--- src/rtl/mips_pkg.sv ---
package mips_pkg;

	localparam int DATA_W = 32; // Fixed by the ISA
	localparam int REG_ADDR_W = 5;

	typedef enum logic [5:0] {
		OP_SPECIAL = 6'b000000,
		OP_ADDIU   = 6'b001001,
		OP_SLTI    = 6'b001010,
		OP_SLTIU   = 6'b001011,
		OP_ANDI    = 6'b001100,
		OP_ORI     = 6'b001101,
		OP_XORI    = 6'b001110,
		OP_LUI     = 6'b001111
	} opcode_e;

	typedef enum logic [5:0] {
		F_SLL   = 6'b000000,
		F_SRL   = 6'b000010,
		F_MFHI  = 6'b010000,
		F_MTHI  = 6'b010001,
		F_MFLO  = 6'b010010,
		F_MTLO  = 6'b010011,
		F_MULT  = 6'b011000,
		F_MULTU = 6'b011001,
		F_ADDU  = 6'b100001,
		F_SUBU  = 6'b100011,
		F_AND   = 6'b100100,
		F_OR    = 6'b100101,
		F_XOR   = 6'b100110,
		F_NOR   = 6'b100111,
		F_SLT   = 6'b101010,
		F_SLTU  = 6'b101011
	} funct_e;

	typedef enum logic [3:0] {
		ALU_ADD, ALU_SUB, ALU_AND, ALU_OR, ALU_XOR, ALU_NOR, ALU_SLT, ALU_SLTU,
		ALU_SLL, ALU_SRL, ALU_LUI, ALU_MULT, ALU_MULTU, ALU_PASS_A, ALU_PASS_HI, ALU_PASS_LO
	} alu_op_e;

	typedef enum logic {
		DST_RT = 1'b0,
		DST_RD = 1'b1
	} reg_dst_e;

endpackage
--- src/rtl/instr_queue.sv ---
`timescale 1ns/1ps

module instr_queue #(
	parameter int QUEUE_DEPTH = 4
) (
	input  logic                        clk,
	input  logic                        rst,
	input  logic                        instr_valid,
	input  logic [mips_pkg::DATA_W-1:0] instr,
	input  logic                        q_pop,
	output logic                        q_valid,
	output logic [mips_pkg::DATA_W-1:0] q_instr,
	output logic                        instr_credit
);

	localparam int PTR_W = (QUEUE_DEPTH > 1) ? $clog2(QUEUE_DEPTH) : 1;
	localparam int CNT_W = $clog2(QUEUE_DEPTH + 1);

	logic [mips_pkg::DATA_W-1:0] mem [QUEUE_DEPTH];
	logic [PTR_W-1:0] wr_ptr;
	logic [PTR_W-1:0] rd_ptr;
	logic [CNT_W-1:0] count;

	assign q_valid = (count != '0);
	assign q_instr = mem[rd_ptr];
	assign instr_credit = q_pop; // One credit back per pop

	always_ff @(posedge clk) begin
		if (instr_valid) begin
			mem[wr_ptr] <= instr;
		end
	end

	always_ff @(posedge clk) begin
		if (rst) begin
			wr_ptr <= '0;
			rd_ptr <= '0;
			count <= '0;
		end else begin
			if (instr_valid) begin
				wr_ptr <= (wr_ptr == PTR_W'(QUEUE_DEPTH - 1)) ? '0 : wr_ptr + 1'b1;
			end
			if (q_pop) begin
				rd_ptr <= (rd_ptr == PTR_W'(QUEUE_DEPTH - 1)) ? '0 : rd_ptr + 1'b1;
			end
			if (instr_valid && !q_pop) begin
				count <= count + 1'b1;
			end else if (!instr_valid && q_pop) begin
				count <= count - 1'b1;
			end
		end
	end

	// Sender must hold a credit for every push
	a_no_overflow: assert property (@(posedge clk) disable iff (rst)
		instr_valid |-> (count < CNT_W'(QUEUE_DEPTH)));
	a_no_underflow: assert property (@(posedge clk) disable iff (rst) q_pop |-> q_valid);

endmodule

--- config.mk ---
export PLATFORM = sky130hd
export DESIGN_NAME = instr_queue
export DESIGN_NICKNAME = d
export VERILOG_FILES = /design/src/rtl/mips_pkg.sv /design/src/rtl/instr_queue.sv
export SDC_FILE = /design/constraint.sdc
export NUM_CORES = 1
export LEC_CHECK = 0
export ABC_AREA = 1
export BUFFER_PORTS_ARGS = -buffer_cell sky130_fd_sc_hd__buf_2
export CAP_MARGIN = 20
export CORE_ASPECT_RATIO = 1.75
export CORE_MARGIN = 8
export CORE_UTILIZATION = 35
export CTS_CLUSTER_SIZE = 14
export DETAILED_ROUTE_END_ITERATION = 10
export PLACE_DENSITY = 0.59
export SYNTH_ARGS = -nofsm -noshare
export SYNTH_HDL_FRONTEND = slang
export SYNTH_SLANG_ARGS = --single-unit
export TNS_END_PERCENT = 5
--- constraint.sdc ---
create_clock -name clk -period 3.4 [get_ports clk]
set_input_delay 0 -clock clk [delete_from_list [all_inputs] [get_ports clk]]
set_output_delay 0 -clock clk [all_outputs]
set_load 0.01 [all_outputs]
==> flow_summary.yaml <==
setup_path:
  crit_path_frequent_cell: "buf_4"
  cp.arrival_ns: 2.16
  cp_max_fo: 23
  cp_num_cells: 5
  crit_family: "buffers and inverters"
  start_kind: "flip-flop"
  required_ns: 3.40
  slowest_stage: "dfxtp_2"
  r2r_cells: 5
  path_class: "reg -> out"
  crit_chain: "buf_4 -> buf_4 -> o21ai_0 -> o22ai_1 -> buf_2"
  max_stage_delay_ns: 0.56
  end_kind: "output port"
  cp.buffers_inverters: 3
logic_synthesis:
  syn_area_per_cell_sq_um: 14.20
  synth_cell_types: 21
  synth_ff_type: "edfxtp_1"
  ys_seq_elements: 137
  syn_area_sq_um: 5240
  syn_inst: 369
  synth_edf_count: 128
  ys_async_sr_fraction_pct: 0
  ys_seq_area_share_pct: 76.79
  syn-num-nets: 412
  ys.warnings.count: 0
finish:
  multi_input_area_sq_um: 983.4
  layout_common_cells: "edfxtp_1 (128), nor2_1 (73), buf_2 (69)"
  nNetsFinal: 522
  antennaDiodeCount: 0
  drive_above_1_share_pct: 22.20
  fillers: 1341
  syn_to_final_growth_pct: 26.46
  seq_area_sq_um: 4025
  final_common_cell: "edfxtp_1"
clocking:
  clock_latency_ns: 0.41
  cts-root-buf: "clkbuf_16"
  cts_tree: "yes"
  cts.clk_slew.worst_paths_ns: 0.06
  cts-htree-levels: 4
  cts_resized: 0
  clockBufferDepth: 2
  cts.sinks: 137
  numCtsBuffers: 17
floorplan:
  die_w_um: 108.5
  initial_utilization_pct: 35.49
  core_sq_um: 14760
  ios: 70
  die-height_um: 177.9
  die_area_sq_um: 19300
  row_count: 59
sta:
  tns_ns: 0
  post-route-min-period_ns: 2.162
  finalHoldWorstSlack_ns: 0.3435
  hold_viol_final: 0
  timing.slew.headroom_pct: 53.86
  worstMarginPinSlew_ns: 0.6913
  finClkSkew_ns: 0.009126
  grt_setup_unrepaired: "false"
  fin_crit_sh_pct: 63.60
  max_clock_freq_mhz: 462.5
  setup_viol_count_final: 0
  slew_viol_final: 0
placement:
  place_hpwl_um: 7252
  finalWeightedCongestion: 0.7445
  port_buffers: 69
global_routing:
  grt_max_degree: 65
  grt_pass1_wl_um: 17730
  antenna_found_initial: 0
  overflow: 0
  track_usage_pct: 12.36
  grt_pass1_vias: 3528
power_and_ir_drop:
  comb_power_share_pct: 9.7
  power_density_nw_per_um2: 619.4
  vdd_drop_max_uv: 359.3
  power.share.clock_pct: 42.7
  p_int_w: 0.003153
  power.switching_w: 0.0009510
  p_leak_nw: 2.424
  seqPwrFrac_pct: 47.6
  switching_share_pct: 23.17
detailed_routing:
  first_pass_iters: 4
  initialDrtViolationCount: 274
  drc: 0
  vias: 3277
  antenna_left: 0
  wire_per_inst_um: 16.78
  routed_wl_um: 11310
  viasPerCell: 4.862
min_path:
  worstHoldPathCells: 2
  min_path_type: "in -> reg"
outcome:
  status: "finished, final reports clean"
job:
  cap_violations: 0
cells in the mapped netlist (all sizes together), types with 2 or more instances:
library cell	number	area share (%)
nor3	2	0.19
o21ai	67	6.4
o22ai	32	3.8
inv	16	1.3
edfxtp	128	73
dfxtp	9	3.4
nor2	73	5.2
a21oi	3	0.29
ha	6	1.4
buf	19	3.1
nand2	9	0.64
power by group through the flow:
stage	registers (W)	clock network, W	logic, W
floorplan	0.00198	0	0.000229
global placement	0.00198	0	0.000365
detailed placement	0.00199	0	0.000376
CTS	0.00195	0.00179	0.000410
global route	0.00196	0.00186	0.000446
finish	0.00195	0.00175	0.000399
timing repair:
action,CTS,global route
hold buffers,35,0
hold endpoints to repair,137,0
buffers inserted,0,0
metal layers:
metal / wire length (um) / global-route usage, %
met1: 4336 / 12.13
met2: 6377 / 22.28
met3: 365 / 3.709
met4: 231 / 6.942
met5: 0 / 0
metrics by stage:
step / instance area (sq um) / instances / total power, W / util (%) / setup WS [ns]
2_1_floorplan: 5240 / 369 / 0.002208 / - / 1.790
3_3_place_gp: 5703 / 608 / 0.002350 / 38.63 / 1.577
3_5_place_dp: 5703 / 608 / 0.002364 / 38.63 / 1.513
4_1_cts: 6626 / 674 / 0.004150 / 44.88 / 1.224
5_1_grt: 6626 / 674 / 0.004268 / 44.88 / 1.069
6_report: 6626 / 674 / 0.004104 / 44.88 / 1.238
registers in the layout (all words and copies together), names as in the netlist, named ones only:
| register | flops |
|---|---|
| mem | 128 |
| count | 3 |
| rd_ptr | 2 |
| wr_ptr | 2 |
cell type report:
class / count / share of cell area [%]
clock buffers: 17 / 6.420
clock inverters: 14 / 2.228
inverters: 16 / 1.020
multi-input cells: 196 / 14.84
flip-flops and latches: 137 / 60.74
well taps: 183 / 3.455
repair buffers: 111 / 11.29
path summary, 6_finish.rpt:
path | startpoint | to | slack (ns)
worst max register to register | wr_ptr[0]$_SDFFE_PP0P_ | mem[2][9]$_DFFE_PP_ | 1.54
worst min-delay path | instr[29] | mem[0][29]$_DFFE_PP_ | 0.34
worst max-delay path | flip-flop | q_instr[25] | 1.24
worst min register to register | wr_ptr[1]$_SDFFE_PP0P_ | wr_ptr[1]$_SDFFE_PP0P_ | 0.54
cells by family (layout without fill, tap and decap cells):
kind of cell | Yosys count | after routing | share of synthesized area, %
xor gates and xnor gates | 1 | 1 | 0.1672
adders and majority gates | 7 | 7 | 1.815
AOI/OAI and AO/OA | 102 | 102 | 10.51
and+or+nand+nor | 86 | 86 | 6.280
buffers and inverters | 36 | 158 | 4.441
DFF | 137 | 137 | 76.79
(Power assumes the default switching activity.)
